### src/rtl/ka_pkg.sv
package ka_pkg;

	localparam int WORD_W = 36;
	localparam int ADDR_W = 18;
	localparam int FM_ADDR_W = 4;
	localparam int FM_WORDS = 1 << FM_ADDR_W;

	// Core request without address acknowledge is dropped after this
	localparam int NXM_CYCLES = 64;
	localparam int NXM_CNT_W = $clog2(NXM_CYCLES);

	// Bit 0 is the sign bit, as on the console lights
	typedef logic [0:WORD_W-1] word_t;

	// Addresses keep their word bit numbers 18..35
	typedef logic [WORD_W-ADDR_W:WORD_W-1] addr_t;

	// Accumulator number is the low end of an address
	typedef logic [WORD_W-FM_ADDR_W:WORD_W-1] fm_addr_t;

	// Console key sequencer
	typedef enum logic [1:0] {
		KS_IDLE,
		KS_WAIT_FM,	// Accumulator access
		KS_WAIT_CORE,	// Membus cycle
		KS_FINISH	// key_done
	} key_state_t;

	// Membus cycle controller
	typedef enum logic [1:0] {
		MC_IDLE,
		MC_ADR_WAIT,	// Request lines up
		MC_RD_WAIT,
		MC_WR_RS	// Write restart to memory
	} mc_state_t;

endpackage

### src/rtl/ka_console.sv
`timescale 1ns/1ps

module ka_console (
	input logic clk,
	input logic pi_reset,

	// Keys, single cycle strobes
	input logic key_exa,
	input logic key_ex_nxt,
	input logic key_dep,
	input logic key_dep_nxt,

	input logic fm_enable_sw,
	input ka_pkg::addr_t as,
	input ka_pkg::word_t ds,

	output ka_pkg::word_t ar,
	output ka_pkg::addr_t ma,
	output logic key_busy,
	output logic key_done,
	output logic nxm,

	// Fast memory
	output logic fm_rq,
	output logic fm_wr,
	output ka_pkg::fm_addr_t fm_adr,
	output ka_pkg::word_t fm_wdata,
	input logic fm_done,
	input ka_pkg::word_t fm_rdata,

	// Core memory controller
	output logic core_rq,
	output logic core_wr,
	output ka_pkg::addr_t core_adr,
	output ka_pkg::word_t core_wdata,
	input logic core_done,
	input logic core_nxm,
	input ka_pkg::word_t core_rdata
);
	import ka_pkg::*;

	key_state_t state;
	logic dep_f;	// Deposit or deposit next running
	logic key_any;
	logic key_next;
	logic key_dep_any;
	logic accept;
	logic to_fm;
	addr_t ma_next;

	assign key_any = key_exa | key_ex_nxt | key_dep | key_dep_nxt;

	// Examine wins over examine next, over deposit, over deposit next
	assign key_next = ~key_exa & (key_ex_nxt | ~key_dep & key_dep_nxt);
	assign key_dep_any = ~key_exa & ~key_ex_nxt & (key_dep | key_dep_nxt);

	// Keys in FINISH start the next function right away
	assign accept = key_any & (state == KS_IDLE || state == KS_FINISH);

	assign ma_next = key_next ? ma + 1'b1 : as;	// Wraps at 18 bits

	// Bits 18..31 zero selects an accumulator
	assign to_fm = fm_enable_sw &&
		ma_next[WORD_W-ADDR_W:WORD_W-FM_ADDR_W-1] == '0;

	assign key_busy = state == KS_WAIT_FM || state == KS_WAIT_CORE;
	assign key_done = state == KS_FINISH;

	// Write data is AR, loaded from the data switches
	assign fm_wr = dep_f;
	assign fm_adr = ma[WORD_W-FM_ADDR_W:WORD_W-1];
	assign fm_wdata = ar;
	assign core_wr = dep_f;
	assign core_adr = ma;
	assign core_wdata = ar;

	always_ff @(posedge clk) begin
		if (pi_reset) begin
			state <= KS_IDLE;
			ma <= '0;
			ar <= '0;
			nxm <= 1'b0;
			dep_f <= 1'b0;
			fm_rq <= 1'b0;
			core_rq <= 1'b0;
		end else begin
			fm_rq <= 1'b0;
			core_rq <= 1'b0;
			case (state)
			KS_WAIT_FM: begin
				if (fm_done) begin
					if (!dep_f)
						ar <= ar | fm_rdata;
					state <= KS_FINISH;
				end
			end
			KS_WAIT_CORE: begin
				if (core_done) begin
					if (!dep_f)
						ar <= ar | core_rdata;	// Zero data on NXM
					nxm <= core_nxm;
					state <= KS_FINISH;
				end
			end
			default: begin
				if (accept) begin
					ma <= ma_next;
					ar <= key_dep_any ? ds : '0;
					dep_f <= key_dep_any;
					nxm <= 1'b0;
					fm_rq <= to_fm;
					core_rq <= !to_fm;
					state <= to_fm ? KS_WAIT_FM : KS_WAIT_CORE;
				end else begin
					state <= KS_IDLE;
				end
			end
			endcase
		end
	end

	// Each function goes to exactly one memory
	a_one_target: assert property (@(posedge clk) disable iff (pi_reset)
		!(fm_rq && core_rq));

	// A request only starts when the previous one has been answered
	a_no_overlap: assert property (@(posedge clk) disable iff (pi_reset)
		(fm_rq || core_rq) |-> !$past(key_busy));

endmodule

### src/rtl/ka_fast_mem.sv
`timescale 1ns/1ps

module ka_fast_mem (
	input logic clk,
	input logic pi_reset,

	input logic fm_rq,	// Strobe
	input logic fm_wr,
	input ka_pkg::fm_addr_t fm_adr,
	input ka_pkg::word_t fm_wdata,

	output logic fm_done,
	output ka_pkg::word_t fm_rdata	// Valid with fm_done
);
	import ka_pkg::*;

	word_t fmem [0:FM_WORDS-1];	// AC0..AC17 octal

	// Accumulators clear on reset
	always_ff @(posedge clk) begin
		if (pi_reset) begin
			fm_done <= 1'b0;
			for (int i = 0; i < FM_WORDS; i++)
				fmem[i] <= '0;
		end else begin
			fm_done <= fm_rq;
			if (fm_rq && fm_wr)
				fmem[fm_adr] <= fm_wdata;
		end
	end

	always_ff @(posedge clk) begin
		if (fm_rq && !fm_wr)
			fm_rdata <= fmem[fm_adr];
	end

	// Never back to back from the console
	a_fm_gap: assert property (@(posedge clk) disable iff (pi_reset)
		fm_rq |=> !fm_rq);

endmodule

### src/rtl/ka_mem_ctl.sv
`timescale 1ns/1ps

module ka_mem_ctl (
	input logic clk,
	input logic pi_reset,

	// From the console
	input logic core_rq,	// Strobe
	input logic core_wr,
	input ka_pkg::addr_t core_adr,
	input ka_pkg::word_t core_wdata,

	// Memory side answers
	input logic membus_addr_ack,	// Pulse
	input logic membus_rd_rs,	// Pulse
	input ka_pkg::word_t membus_mb_in,

	output logic core_done,
	output logic core_nxm,
	output ka_pkg::word_t core_rdata,

	// Membus
	output logic membus_rq_cyc,
	output logic membus_rd_rq,
	output logic membus_wr_rq,
	output logic membus_wr_rs,	// Pulse
	output ka_pkg::addr_t membus_ma,
	output ka_pkg::word_t membus_mb_out
);
	import ka_pkg::*;

	mc_state_t state;
	logic [NXM_CNT_W-1:0] nxm_cnt;	// Cycles since core_rq
	logic start;
	logic rd_hit;
	logic nxm_hit;

	assign start = state == MC_IDLE && core_rq;
	assign rd_hit = state == MC_RD_WAIT && membus_rd_rs;

	// Nobody answered the address, give up
	assign nxm_hit = state == MC_ADR_WAIT && !membus_addr_ack &&
		nxm_cnt == NXM_CNT_W'(NXM_CYCLES - 1);

	assign membus_wr_rs = state == MC_WR_RS;

	always_ff @(posedge clk) begin
		if (pi_reset) begin
			state <= MC_IDLE;
			membus_rq_cyc <= 1'b0;
			membus_rd_rq <= 1'b0;
			membus_wr_rq <= 1'b0;
			core_done <= 1'b0;
			core_nxm <= 1'b0;
			nxm_cnt <= '0;
		end else begin
			core_done <= 1'b0;
			case (state)
			MC_IDLE: begin
				if (core_rq) begin
					membus_rq_cyc <= 1'b1;
					membus_rd_rq <= !core_wr;
					membus_wr_rq <= core_wr;
					core_nxm <= 1'b0;
					nxm_cnt <= NXM_CNT_W'(1);
					state <= MC_ADR_WAIT;
				end
			end
			MC_ADR_WAIT: begin
				nxm_cnt <= nxm_cnt + 1'b1;
				if (membus_addr_ack || nxm_hit) begin
					membus_rq_cyc <= 1'b0;
					membus_rd_rq <= 1'b0;
					membus_wr_rq <= 1'b0;
				end
				if (membus_addr_ack)
					state <= membus_wr_rq ? MC_WR_RS : MC_RD_WAIT;
				else if (nxm_hit) begin
					core_done <= 1'b1;
					core_nxm <= 1'b1;
					state <= MC_IDLE;
				end
			end
			MC_RD_WAIT: begin
				if (membus_rd_rs) begin
					core_done <= 1'b1;
					state <= MC_IDLE;
				end
			end
			default: begin	// MC_WR_RS
				core_done <= 1'b1;
				state <= MC_IDLE;
			end
			endcase
		end
	end

	always_ff @(posedge clk) begin
		if (start) begin
			membus_ma <= core_adr;
			membus_mb_out <= core_wdata;
		end
		if (rd_hit)
			core_rdata <= membus_mb_in;
		else if (nxm_hit || state == MC_WR_RS)
			core_rdata <= '0;
	end

	// Write restart only follows an acknowledged write request
	a_wr_rs: assert property (@(posedge clk) disable iff (pi_reset)
		membus_wr_rs |-> $past(membus_wr_rq) && $past(membus_addr_ack));

	// Memory sees steady request lines until it acknowledges
	a_rq_stable: assert property (@(posedge clk) disable iff (pi_reset)
		membus_rq_cyc && !membus_addr_ack && !nxm_hit |=>
			membus_rq_cyc && $stable({membus_rd_rq, membus_wr_rq, membus_ma}));

endmodule

### src/rtl/ka_top.sv
`timescale 1ns/1ps

module ka_top (
	input logic clk,
	input logic pi_reset,

	input logic key_exa,
	input logic key_ex_nxt,
	input logic key_dep,
	input logic key_dep_nxt,
	input logic fm_enable_sw,
	input ka_pkg::addr_t as,
	input ka_pkg::word_t ds,

	output ka_pkg::word_t ar,
	output ka_pkg::addr_t ma,
	output logic key_busy,
	output logic key_done,
	output logic nxm,

	// Membus
	input logic membus_addr_ack,
	input logic membus_rd_rs,
	input ka_pkg::word_t membus_mb_in,
	output logic membus_rq_cyc,
	output logic membus_rd_rq,
	output logic membus_wr_rq,
	output logic membus_wr_rs,
	output ka_pkg::addr_t membus_ma,
	output ka_pkg::word_t membus_mb_out
);
	import ka_pkg::*;

	logic fm_rq;
	logic fm_wr;
	fm_addr_t fm_adr;
	word_t fm_wdata;
	logic fm_done;
	word_t fm_rdata;

	logic core_rq;
	logic core_wr;
	addr_t core_adr;
	word_t core_wdata;
	logic core_done;
	logic core_nxm;
	word_t core_rdata;

	ka_console u_console (
		.clk(clk), .pi_reset(pi_reset),
		.key_exa(key_exa), .key_ex_nxt(key_ex_nxt),
		.key_dep(key_dep), .key_dep_nxt(key_dep_nxt),
		.fm_enable_sw(fm_enable_sw), .as(as), .ds(ds),
		.ar(ar), .ma(ma), .key_busy(key_busy), .key_done(key_done), .nxm(nxm),
		.fm_rq(fm_rq), .fm_wr(fm_wr), .fm_adr(fm_adr), .fm_wdata(fm_wdata),
		.fm_done(fm_done), .fm_rdata(fm_rdata),
		.core_rq(core_rq), .core_wr(core_wr), .core_adr(core_adr),
		.core_wdata(core_wdata), .core_done(core_done), .core_nxm(core_nxm),
		.core_rdata(core_rdata)
	);

	ka_fast_mem u_fast_mem (
		.clk(clk), .pi_reset(pi_reset),
		.fm_rq(fm_rq), .fm_wr(fm_wr), .fm_adr(fm_adr), .fm_wdata(fm_wdata),
		.fm_done(fm_done), .fm_rdata(fm_rdata)
	);

	ka_mem_ctl u_mem_ctl (
		.clk(clk), .pi_reset(pi_reset),
		.core_rq(core_rq), .core_wr(core_wr), .core_adr(core_adr),
		.core_wdata(core_wdata),
		.membus_addr_ack(membus_addr_ack), .membus_rd_rs(membus_rd_rs),
		.membus_mb_in(membus_mb_in),
		.core_done(core_done), .core_nxm(core_nxm), .core_rdata(core_rdata),
		.membus_rq_cyc(membus_rq_cyc), .membus_rd_rq(membus_rd_rq),
		.membus_wr_rq(membus_wr_rq), .membus_wr_rs(membus_wr_rs),
		.membus_ma(membus_ma), .membus_mb_out(membus_mb_out)
	);

endmodule

### config.mk
export PLATFORM = sky130hd
export DESIGN_NAME = ka_top
export DESIGN_NICKNAME = d
export VERILOG_FILES = /design/src/rtl/ka_pkg.sv /design/src/rtl/ka_console.sv /design/src/rtl/ka_fast_mem.sv /design/src/rtl/ka_mem_ctl.sv /design/src/rtl/ka_top.sv
export SDC_FILE = /design/constraint.sdc
export NUM_CORES = 1
export LEC_CHECK = 0
export CAP_MARGIN = 30
export CORE_MARGIN = 2
export CORE_UTILIZATION = 45
export DETAILED_ROUTE_END_ITERATION = 12
export DONT_BUFFER_PORTS = 1
export MAX_ROUTING_LAYER = met4
export PLACE_DENSITY_LB_ADDON = 0.3
export SYNTH_ARGS = -nofsm -noshare
export SYNTH_HDL_FRONTEND = slang
export SYNTH_SLANG_ARGS = --single-unit
export TNS_END_PERCENT = 100
### constraint.sdc
create_clock -name clk -period 3.6 [get_ports clk]
set_clock_uncertainty 0.2 [all_clocks]
set_input_delay 1.08 -clock clk [delete_from_list [all_inputs] [get_ports clk]]
set_output_delay 1.08 -clock clk [all_outputs]
set_load 0.01 [all_outputs]
* Word level (Yosys, flattened, before mapping)
Memories as Yosys holds them, arrays and structs flattened. A register that Yosys moved wholly into a read port is not among the register bits. Index checks and enable logic that the tools add are counted.
Cells by class: shift operators 0, bitwise logic cells 18, add/subtract/negate cells 2, multiplexer cells 49, reductions and logical operators 32, $lt $le $gt $ge 0, divide/modulo/power cells 0, equality and inequality tests 17, multipliers 0
Operators by type and width (number):
- $mux 36 | 9
- $or 36x36->36 | 2
- $pmux 36 s2 | 1
- $reduce_or 36->1 | 1
- $mux 1 | 19
- $add 18x1->18 const B | 1
- $mux 18 | 1
- $mux 2 | 8
- $logic_not 14->1 | 1
- $ne 2x2->1 const B | 6
- $pmux 6 s2 | 1
- $pmux 1 s2 | 5
- $reduce_and 3->1 | 3
- $eq 2x2->1 const B | 4
- $logic_and 1x1->1 | 7
- $add 6x1->6 const B | 1
- $eq 6x6->1 const B | 1
- $mux 6 | 1
- $ne 2x1->1 const B | 3
- $not 1->1 | 6
- $pmux 2 s3 | 1
- $reduce_and 2->1 | 3
- $reduce_bool 2->1 | 3
- $and 1x1->1 | 5
- 14 further kinds | 25
Word-level totals: logic and storage cells 137, bits in latches 0, RAM bits 576, bits of input ports 99, memories 1, flip-flop bits (word level) 164, memory bits (read-only) 0
Memory list:
- u_fast_mem.fmem | words 16, bits a word 36, rd ports 1, clocked after Yosys merged registers in 1, write ports 16, RTL line ka_fast_mem.sv:17 | word_t fmem [0:FM_WORDS-1];

* Depth between registers and ports, before layout
Gate-level depths: netlist (run 1).
depth after elaboration 10, depth in mapped cells 10

* Cells and area by module
A second synthesis (run 1) with hierarchy kept.
Second synthesis, totals: cell total of the unflattened synthesis 2528, area, all modules 33957.6 sq um
By module, submodules not included:
- ka_fast_mem | area each 25941.1 sq um, sequential area each 18397.6 sq um, instances 1, cells an instance 1750
- ka_console | area each 4393.0 sq um, sequential area each 1201.2 sq um, instances 1, cells an instance 570
- ka_mem_ctl | area each 3623.5 sq um, sequential area each 2962.8 sq um, instances 1, cells an instance 208

* Worst setup path after synthesis (run 1)
Ideal clock, no wire load.
kind input port to flip-flop, start input pi_reset, end memory u_fast_mem.fmem[15][0] (netlist bit) (enable), data arrival time 2825 ps, stages 6, path buffers 3, required time 3008 ps, path slack 183 ps, cell sequence clkbuf_1 > nor2b_1 > and2_1 > clkbuf_1 > clkbuf_1 > a21o_1
RTL lines:
- start, declared | RTL line ka_top.sv:5 | input logic pi_reset,
- end, declared | RTL line ka_fast_mem.sv:17

* Final worst setup path (run 1)
start register u_console.state[0], end output key_busy
On the way: longest elaborated chain between the ends 2, elaborated cells between the ends (all ways) 3
Ends and longest elaborated chain:
- start, declared | RTL line ka_console.sv:42 | key_state_t state;
- start signal, assigned | RTL line ka_console.sv:113 | state <= to_fm ? KS_WAIT_FM : KS_WAIT_CORE;
- $eq 2x1->1 or $eq 2x2->1 (tied branches) | RTL line ka_console.sv:66 | assign key_busy = state == KS_WAIT_FM || state == KS_WAIT_CORE;
- $logic_or 1x1->1 (*) | RTL line ka_console.sv:66
- end, declared | RTL line ka_top.sv:17 | output logic key_busy,
Mark *: on every way between the ends. The rest lies on a longest branch, timed or not.

==> results of run 1 <==
-- placed cells by master (no fill, tap or decap), types with 5 or more instances in the layout --
cell type / n
edfxtp_1: 702
and2_1: 579
mux4_2: 180
a21oi_1: 97
buf_4: 85
nand2_1: 82
clkbuf_16: 81
dfxtp_1: 70
nor2_1: 43
nor3_1: 42
and3_1: 39
mux2i_1: 38
clkbuf_1: 22
or2_2: 15
o21ai_0: 13
nand3_1: 12
nor2_2: 11
clkinv_1: 11
inv_1: 10
a22oi_1: 10
buf_12: 9
clkbuf_8: 8
bufinv_16: 8
nor4_1: 7
ha_1: 7
diode_2: 6
nor3_2: 6
clkinv_2: 6
o211ai_1: 6
or3_1: 5
xnor2_1: 5
-- layer usage --
metal,global-route usage [%],vias up,part of all wire (%)
li1,-,8255,-
met1,30.43,9971,39
met2,38.85,868,49
met3,5.348,149,9.1
met4,7.968,0,2.8
met5,-,-,0
-- critical path, stage by stage, from the launching register on --
cell and delay, ns:
dfxtp_1 0.38, inv_1 0.06, ha_2 0.37, inv_2 0.48
-- cells in the mapped netlist (3+ instances only) --
| cell | instances | share of area [%] |
|---|---|---|
| nor3_1 | 47 | 0.69 |
| and2_1 | 579 | 11 |
| ha_1 | 8 | 0.30 |
| a211oi_1 | 4 | 0.089 |
| nand2b_1 | 5 | 0.092 |
| nand4_1 | 3 | 0.055 |
| nand2_1 | 83 | 0.92 |
| a22oi_1 | 10 | 0.22 |
| a21oi_1 | 98 | 1.4 |
| xnor2_1 | 5 | 0.13 |
| buf_1 | 14 | 0.16 |
| nor2_1 | 54 | 0.60 |
| clkbuf_1 | 160 | 1.8 |
| and3_1 | 39 | 0.72 |
| edfxtp_1 | 702 | 62 |
| o211ai_1 | 6 | 0.13 |
| buf_2 | 8 | 0.12 |
| nor2b_1 | 4 | 0.074 |
| or2_2 | 15 | 0.28 |
| inv_1 | 12 | 0.13 |
| o21a_1 | 4 | 0.089 |
| a311oi_1 | 3 | 0.078 |
| mux4_2 | 180 | 12 |
| or3_1 | 5 | 0.092 |
| mux2i_1 | 38 | 1.1 |
| nand3_1 | 12 | 0.18 |
| o21ai_0 | 14 | 0.21 |
| nor4_1 | 7 | 0.13 |
| dfxtp_1 | 74 | 4.4 |
-- sequential cells by signal, summed over array words and instances (netlist names), 2 cells and up --
signal / flops
u_fast_mem.fmem: 576
u_console.ar: 36
u_fast_mem.fm_rdata: 36
u_mem_ctl.core_rdata: 36
u_mem_ctl.membus_mb_out: 36
u_console.core_adr: 18
u_mem_ctl.membus_ma: 18
u_mem_ctl.nxm_cnt: 6
u_console.state: 2
u_mem_ctl.state: 2
-- worst paths after layout --
check | start | end | slack, ns | cells after the start
max | u_console.state[0] | key_busy | 0.40 | 3
min | u_console.fm_rq | u_fast_mem.fm_done | 0.29 | 1
max reg2reg | u_console.core_adr[4] | u_console.core_rq | 0.49 | 7
min reg2reg | u_console.fm_rq | u_fast_mem.fm_done | 0.29 | 1
-- cells by family after synthesis --
family                   count (synthesis)  synth area share (%)
AND/OR/NAND/NOR                        873                 15.06
flip-flops                             776                 66.55
multiplexers                           220                 13.15
buffers and inverters                  194                 2.177
AO/OA/AOI/OAI                          153                 2.587
adder cells (fa/ha/maj)                  8                0.2953
XOR/XNOR                                 7                0.1808
-- final cells by class --
type | count | area share (%)
inverters | 12 | 0.1220
clock inverters | 31 | 0.9989
well taps | 969 | 3.195
repair buffers | 94 | 2.156
multi-input cells | 1261 | 28.16
flip-flops and latches | 776 | 59.48
diodes | 6 | 0.03956
clock buffers | 111 | 5.848
-- power by group through the flow --
stage / Combinational, mW / Sequential (mW) / Clock, mW
after floorplan: 3.91 / 11.4 / 0
after global placement: 5.47 / 11.9 / 0
after detailed placement: 5.52 / 12.0 / 0
after CTS: 5.55 / 11.8 / 8.40
after global routing: 5.91 / 11.9 / 8.73
final: 5.50 / 11.8 / 8.28
==> metrics, run 1 <==
first-pass GRT wire length=around 130,000 um; min-delay worst type=reg2reg; ys flop type=edfxtp_1; combinational share of power=a little over a fifth; P_leak=around 13 nW; setup_tns=0 ns; Area Overhead vs Synth=11.95%; Seq pwr share=between 40% and 50%; Max FO, Critical Path=18; GRT Total Usage=between 20% and 30%; Async S/R FF share, synth=0%; Net Sw Frac=between 30% and 40%; status=finished, final reports clean; Num CTS Buffers=between 70 and 80; P_int=between 15 and 20 mW; initial antenna violation count=11; number of fill cells=between 6k and 7k; number of buffers added on ports=0; total grt overflow=0; Inst Count DP=around 3.1k; DP Wirelength=around 52,000 um; final max-slew violation count=0; number of global-route vias before repair=about 20k; CTS-repair resized insts=0; CTS tree=done; Seq/Total Area, Yosys=66.55%; multi-input logic area=about 0.011 mm2; CTS Root Cell=clkbuf_16; largest net degree at the start of global routing=~150; Mapped Area=around 0.034 mm2; PwrDens=~670 mW/mm2; gpl congestion=around 0.87; Starting DRT DRC Count=around 2.1k; crit path kind=reg2out; WHS=slightly below 0.3 ns; CTS Sinks=776; final core occ=between 50% and 60%; cell count after synthesis=2,231; Net Sw Power=~7.7 mW; # IOs=between 200 and 250; Routed Antenna Nets=0; dpl cell area=0.03534 mm2; syn avg cell area=~15 um2; cts hold-fix bufs=0; startpoint types=flop; DRT Wirelength=~90,000 um; Final Non-Filler Cells=3,260; NumNets Final=around 2.3k; RSZ-0062 raised after global routing=false; First-pass DRT Iterations=5; Clock Path Buffers=3; CTS H-tree depth=3; final hold viol count=0; number of flops mapped to enable cells by yosys=around 700; pre-CTS setup slack=0.3103 ns; Clock Power Share=32.4%; FF/Latch Area=between 0.02 and 0.025 mm2; Avg WL per Cell=around 27 um; Chip Width=278.5 um; Syn Nets=between 2k and 2.5k; share of cells above drive strength 1=19.17%; overall power=~26 mW; fin area=0.03795 mm2; max-cap violations=0; Worst EP arrival=roughly 1.9 ns; Synth Register Bits=776; DR vias/cell=slightly below 6; Netlist cell types=57; Crit path required time=roughly 2.3 ns; num rows=100; normalized max-slew margin=about 29%; fmax=around 310 MHz; VDD IR max=about 590 uV; die height=between 200 and 300 um; Synthesis Warnings=0; vias=slightly below 20k; Starting Density=between 40% and 50%; Final setup violation count=0; die footprint=slightly below 0.08 mm2; Clock Latency Late Sink=roughly 0.63 ns; Worst setup EP type=primary output; Core ar.=roughly 0.075 mm2; Setup Buffers After CTS=0; DRC violations left=0; post-route setup slack=~0.40 ns; minimum clock period=between 3 and 4 ns; Worst-Margin Slew=1.071 ns; Final period util=88.97%; clock transition at the registers of the reported paths=around 0.06 ns
Power figures use the tool's default switching activity.
==> inputs of run 2 (changes only) <==
--- a/config.mk
+++ b/config.mk
@@ -6,6 +6,7 @@
 export NUM_CORES = 1
 export LEC_CHECK = 0
 export CAP_MARGIN = 30
+export CORE_ASPECT_RATIO = 0.75
 export CORE_MARGIN = 2
 export CORE_UTILIZATION = 45
 export DETAILED_ROUTE_END_ITERATION = 12
==> run 2 against run 1 <==
  * Global-route usage about the same
  * Sequential cell count unchanged
  * Power about the same
  * Fmax down 4.0%
  * Critical endpoint is now u_console.ar[28]
  * Largest cell class unchanged
==> metrics, run 2 (synthesis results as in run 1) <==
minimum clock period=around 3.3 ns; DRT Wirelength=90,340 um; largest net degree at the start of global routing=between 90 and 100; First-pass DRT Iterations=5; Setup Buffers After CTS=0; die footprint=~0.078 mm2; status=finished, final reports clean; total grt overflow=0; NumNets Final=~2.3k; PwrDens=slightly below 700 mW/mm2; Worst EP arrival=around 3.6 ns; GRT Total Usage=24.11%; VDD IR max=roughly 320 uV; CTS tree=done; Clock Latency Late Sink=about 0.64 ns; CTS Root Cell=clkbuf_16; Seq pwr share=a little under half; Starting Density=about 45%; Routed Antenna Nets=0; initial antenna violation count=5; Area Overhead vs Synth=11.90%; Net Sw Frac=30.36%; share of cells above drive strength 1=a little under a fifth; min-delay worst type=reg2reg; fmax=299.6 MHz; Max FO, Critical Path=19; # IOs=around 210; Crit path required time=3.86 ns; Clock Power Share=between 30% and 40%; Num CTS Buffers=just under 80; Final Non-Filler Cells=roughly 3.3k; CTS H-tree depth=3; CTS Sinks=just under 800; gpl congestion=0.8719; setup_tns=0 ns; combinational share of power=21.8%; Core ar.=~0.075 mm2; max-cap violations=0; CTS-repair resized insts=0; Starting DRT DRC Count=around 2.1k; Largest Register=u_fast_mem.fmem; Worst-Margin Slew=0.8903 ns; number of global-route vias before repair=approximately 19k; DRC violations left=0; Inst Count DP=around 3.1k; num rows=87; Final period util=92.72%; FF/Latch Area=about 0.023 mm2; Clock Path Buffers=3; commonest non-fill, non-tap cells in the layout=702 x edfxtp_1, 579 x and2_1, 180 x mux4_2, 97 x a21oi_1, 82 x nand2_1; number of buffers added on ports=0; P_int=~18 mW; Chip Width=between 300 and 400 um; Largest register FFs=576; Avg WL per Cell=between 20 and 30 um; DR vias/cell=~6; multi-input logic area=between 0.01 and 0.015 mm2; RSZ-0062 raised after global routing=false; final max-slew violation count=0; first-pass GRT wire length=~130,000 um; Final setup violation count=0; die height=roughly 240 um; DP Wirelength=approximately 53,000 um; startpoint types=flop; number of fill cells=6,095; vias=approximately 19k; Worst setup EP type=flop; final hold viol count=0; clock transition at the registers of the reported paths=0.06 ns; cts hold-fix bufs=0; Net Sw Power=between 7 and 8 mW; normalized max-slew margin=around 41%; P_leak=between 10 and 15 nW; crit path kind=reg2reg; commonest non-fill, non-tap cell in the layout=edfxtp_1
==> run 2: cell types whose count changed in the layout (fill, tap and decap cells not counted), sizes merged <==
| cell | previous run | this run |
|---|---|---|
| buf | 94 | 85 |
| bufinv | 8 | 7 |
| diode | 6 | 2 |
| clkinv | 20 | 23 |
| clkinvlp | 3 | 0 |
| inv | 12 | 14 |
| clkbuf | 111 | 113 |
==> run 2: stage by stage <==
step | area [um2] | power (mW) | utilization (%) | setup slack (ns) | hold WS (ns)
6_report | 37940 | 25.55 | 50.66 | 0.2620 | 0.2326
5_1_grt | 37940 | 26.56 | 50.65 | 0.07303 | 0.2460
4_1_cts | 37930 | 25.72 | 50.65 | 0.3491 | 0.2351
3_5_place_dp | 35360 | 17.55 | 47.22 | 0.2668 | 0.2208
3_3_place_gp | 35360 | 17.45 | 47.22 | 0.2369 | 0.2144
2_1_floorplan | 33900 | 15.34 | - | 0.1829 | 0.2511
==> run 2: final timing paths <==
check        cells after the start  slack, ns                     endpoint               start
max                              8       0.26             u_console.ar[28]  u_console.state[1]
min                              0       0.23  u_mem_ctl.membus_mb_out[31]    u_console.ar[31]
max reg2reg                      8       0.26             u_console.ar[28]  u_console.state[1]
min reg2reg                      0       0.23  u_mem_ctl.membus_mb_out[31]    u_console.ar[31]
==> run 2: final cells by class <==
| class | instances | area share (%) |
|---|---|---|
| well taps | 979 | 3.229 |
| inverters | 12 | 0.1220 |
| clock buffers | 113 | 5.871 |
| repair buffers | 85 | 2.177 |
| flip-flops and latches | 776 | 59.50 |
| clock inverters | 32 | 0.9103 |
| multi-input cells | 1261 | 28.18 |
| diodes | 2 | 0.01319 |
==> run 2: power groups by stage <==
stage          combinational (mW)  clock (mW)  sequential [mW]
2_1_floorplan                3.91           0             11.4
3_5_place_dp                 5.60           0             12.0
6_report                     5.57        8.23             11.8
3_3_place_gp                 5.53           0             11.9
5_1_grt                      5.98        8.70             11.9
4_1_cts                      5.61        8.35             11.8
==> run 2: critical path: stages (launching register included) <==
cell,delay [ns]
dfxtp_1,0.41
inv_1,0.07
ha_1,0.21
a22oi_1,0.37
nand2_1,0.16
a21oi_4,0.67
buf_4,0.51
a21oi_1,0.12
nor3_1,0.45
==> run 2: metal layers <==
layer	share of wire, %	up-vias	global-route usage, %
met5	0	-	-
met2	46	851	36.33
li1	-	8254	-
met3	9.5	140	6.323
met1	42	9874	32.65
met4	2.5	0	6.308
==> inputs of run 3 (changes only) <==
--- a/config.mk
+++ b/config.mk
@@ -5,6 +5,7 @@
 export SDC_FILE = /design/constraint.sdc
 export NUM_CORES = 1
 export LEC_CHECK = 0
+export ABC_AREA = 1
 export CAP_MARGIN = 30
 export CORE_ASPECT_RATIO = 0.75
 export CORE_MARGIN = 2
==> constraint.sdc (replaced) <==
create_clock -name clk -period 4.1 [get_ports clk]
set_clock_uncertainty 0.2 [all_clocks]
set_input_delay 1.23 -clock clk [delete_from_list [all_inputs] [get_ports clk]]
set_output_delay 1.23 -clock clk [all_outputs]
set_load 0.01 [all_outputs]
==> run 3 against run 2 <==
  * Sequential power fell by 14%
  * Area after synthesis is 2.4% lower
  * Routed wire length rose by 6.1%
  * Highest routed layer unchanged
  * Count of clock-buffer cells in the layout fell by 4
  * Core utilization is 0.27 points lower
==> metrics, run 3 <==
Clock Path Buffers=3; commonest non-fill, non-tap cells in the layout=929 x nor2_1, 702 x edfxtp_1, 389 x nand2_1, 301 x o21ai_0, 144 x o22ai_1; initial antenna violation count=0; minimum clock period=approximately 3 ns; setup_tns=0 ns; first-pass GRT wire length=between 100,000 and 150,000 um; ys flop type=edfxtp_1; PwrDens=~650 mW/mm2; Crit path required time=approximately 2.7 ns; Netlist cell types=36; Num CTS Buffers=79; Largest register FFs=around 580; vias=roughly 24k; number of buffers added on ports=0; die height=about 240 um; normalized max-slew margin=around two fifths; Starting Density=a little under half; Routed Antenna Nets=0; Syn Nets=around 3.3k; Mapped Area=roughly 0.033 mm2; DR vias/cell=about 5.7; Worst setup EP type=primary output; Max FO, Critical Path=5; Seq/Total Area, Yosys=68.17%; Setup Buffers After CTS=0; NumNets Final=between 3k and 4k; fmax=approximately 330 MHz; DRC violations left=0; Starting DRT DRC Count=slightly above 3k; Synthesis Warnings=0; VDD IR max=372.6 uV; Yosys top cell area share=roughly 64%; DP Wirelength=roughly 56,000 um; ant diodes=0; total grt overflow=0; count leader, synth=nor2_1; Largest Register=u_fast_mem.fmem; CTS H-tree depth=3; Final period util=roughly three quarters; startpoint types=flop; P_leak=13.19 nW; fin area=0.03687 mm2; DRT Wirelength=~96,000 um; final hold viol count=0; synth top area cells=edfxtp_1 64%, nor2_1 11%, nand2_1 4.7%, o21ai_0 4.6%, dfxtp_1 4.5%; CTS Sinks=roughly 780; cts hold-fix bufs=0; CTS Root Cell=clkbuf_16; Chip Width=between 300 and 400 um; CTS-repair resized insts=0; crit path kind=reg2out; Clock Latency Late Sink=between 0.6 and 0.7 ns; Async S/R FF share, synth=0%; number of global-route vias before repair=around 22k; Worst EP arrival=1.58 ns; largest net degree at the start of global routing=approximately 160; dpl cell area=around 0.034 mm2; largest area contributor in the netlist=edfxtp_1; GRT Total Usage=about a quarter; die footprint=0.07575 mm2; commonest non-fill, non-tap cell in the layout=nor2_1; First-pass DRT Iterations=5; overall power=between 20 and 25 mW; cell count after synthesis=approximately 3.2k; Avg WL per Cell=around 23 um; Core ar.=0.07317 mm2; gpl congestion=about 0.85; status=finished, final reports clean; final max-slew violation count=0; Worst-Margin Slew=between 0.9 and 1 ns; # IOs=214; num rows=86; CTS tree=done; RSZ-0062 raised after global routing=false; syn avg cell area=between 10 and 15 um2; Synth Register Bits=roughly 780; max-cap violations=0; clock transition at the registers of the reported paths=roughly 0.060 ns; most frequent cells after synthesis=933 x nor2_1, 702 x edfxtp_1, 418 x nand2_1; min-delay worst type=reg2reg; Final setup violation count=0; number of flops mapped to enable cells by yosys=702; share of cells above drive strength 1=approximately 8%; Area Overhead vs Synth=11.41%
==> run 3: changes by cell type after synthesis, sizes merged, moves of 41 or more <==
cell    change
mux4      -180
nor3       -44
clkbuf     +41
nor2      +886
nand2     +340
o22ai     +143
inv        +92
o21ai     +290
and2      -578
==> run 3: kinds of logic after synthesis <==
kind of cell             Yosys count  share of synthesized area, %
flip-flops                       776                         68.17
adder cells (fa/ha/maj)            8                        0.3025
buffers and inverters            382                         4.431
AO/OA/AOI/OAI                    568                         9.803
AND/OR/NAND/NOR                 1460                         17.29
==> run 3: layer usage <==
layer	vias to the layer above	global-route usage, %	wire, um
met5	-	-	0
met4	0	5.520	2014
met3	150	5.829	10940
met2	1219	37.72	42440
met1	11600	36.59	40440
li1	10800	-	-
==> run 3: where the power goes <==
group	leakage (nW)	switching, mW	internal [mW]
sequential	7.75	0.729	9.51
clock	1.27	3.02	4.27
combinational	4.17	4.80	1.68
==> run 3: path summary, 6_finish.rpt <==
check | startpoint | endpoint | slack, ns | cells past startpoint
worst max-delay path | u_console.state[0] | key_busy | 1.09 | 3
worst min-delay path | u_mem_ctl.nxm_cnt[5] | u_mem_ctl.nxm_cnt[5] | 0.27 | 1
worst max register to register | u_console.core_adr[2] | u_fast_mem.fmem[5][23] | 1.23 | 5
worst min register to register | u_mem_ctl.nxm_cnt[5] | u_mem_ctl.nxm_cnt[5] | 0.27 | 1
==> run 3: metrics by stage <==
step	util [%]	hold WS [ns]	instances	setup slack [ns]
after floorplan	-	0.2228	3194	0.5297
after global placement	46.81	0.2490	3993	0.8511
after detailed placement	46.83	0.2534	3994	0.8176
after CTS	50.39	0.2644	4137	1.083
after global routing	50.39	0.3014	4137	1.029
final	50.39	0.2701	4137	1.092
==> run 3: final cells by class <==
class / instances / area [um2]
inverters: 143 / 546.8
flip-flops and latches: 776 / 22570
repair buffers: 71 / 745.7
clock buffers: 109 / 2247
clock inverters: 34 / 352.8
multi-input cells: 2036 / 9196
well taps: 968 / 1211
fillers: 6459 / 36300
==> run 3: critical path, stage by stage, from the launching register on <==
cell	delay, ns
dfxtp_1	0.41
inv_1	0.07
ha_2	0.38
inv_2	0.10
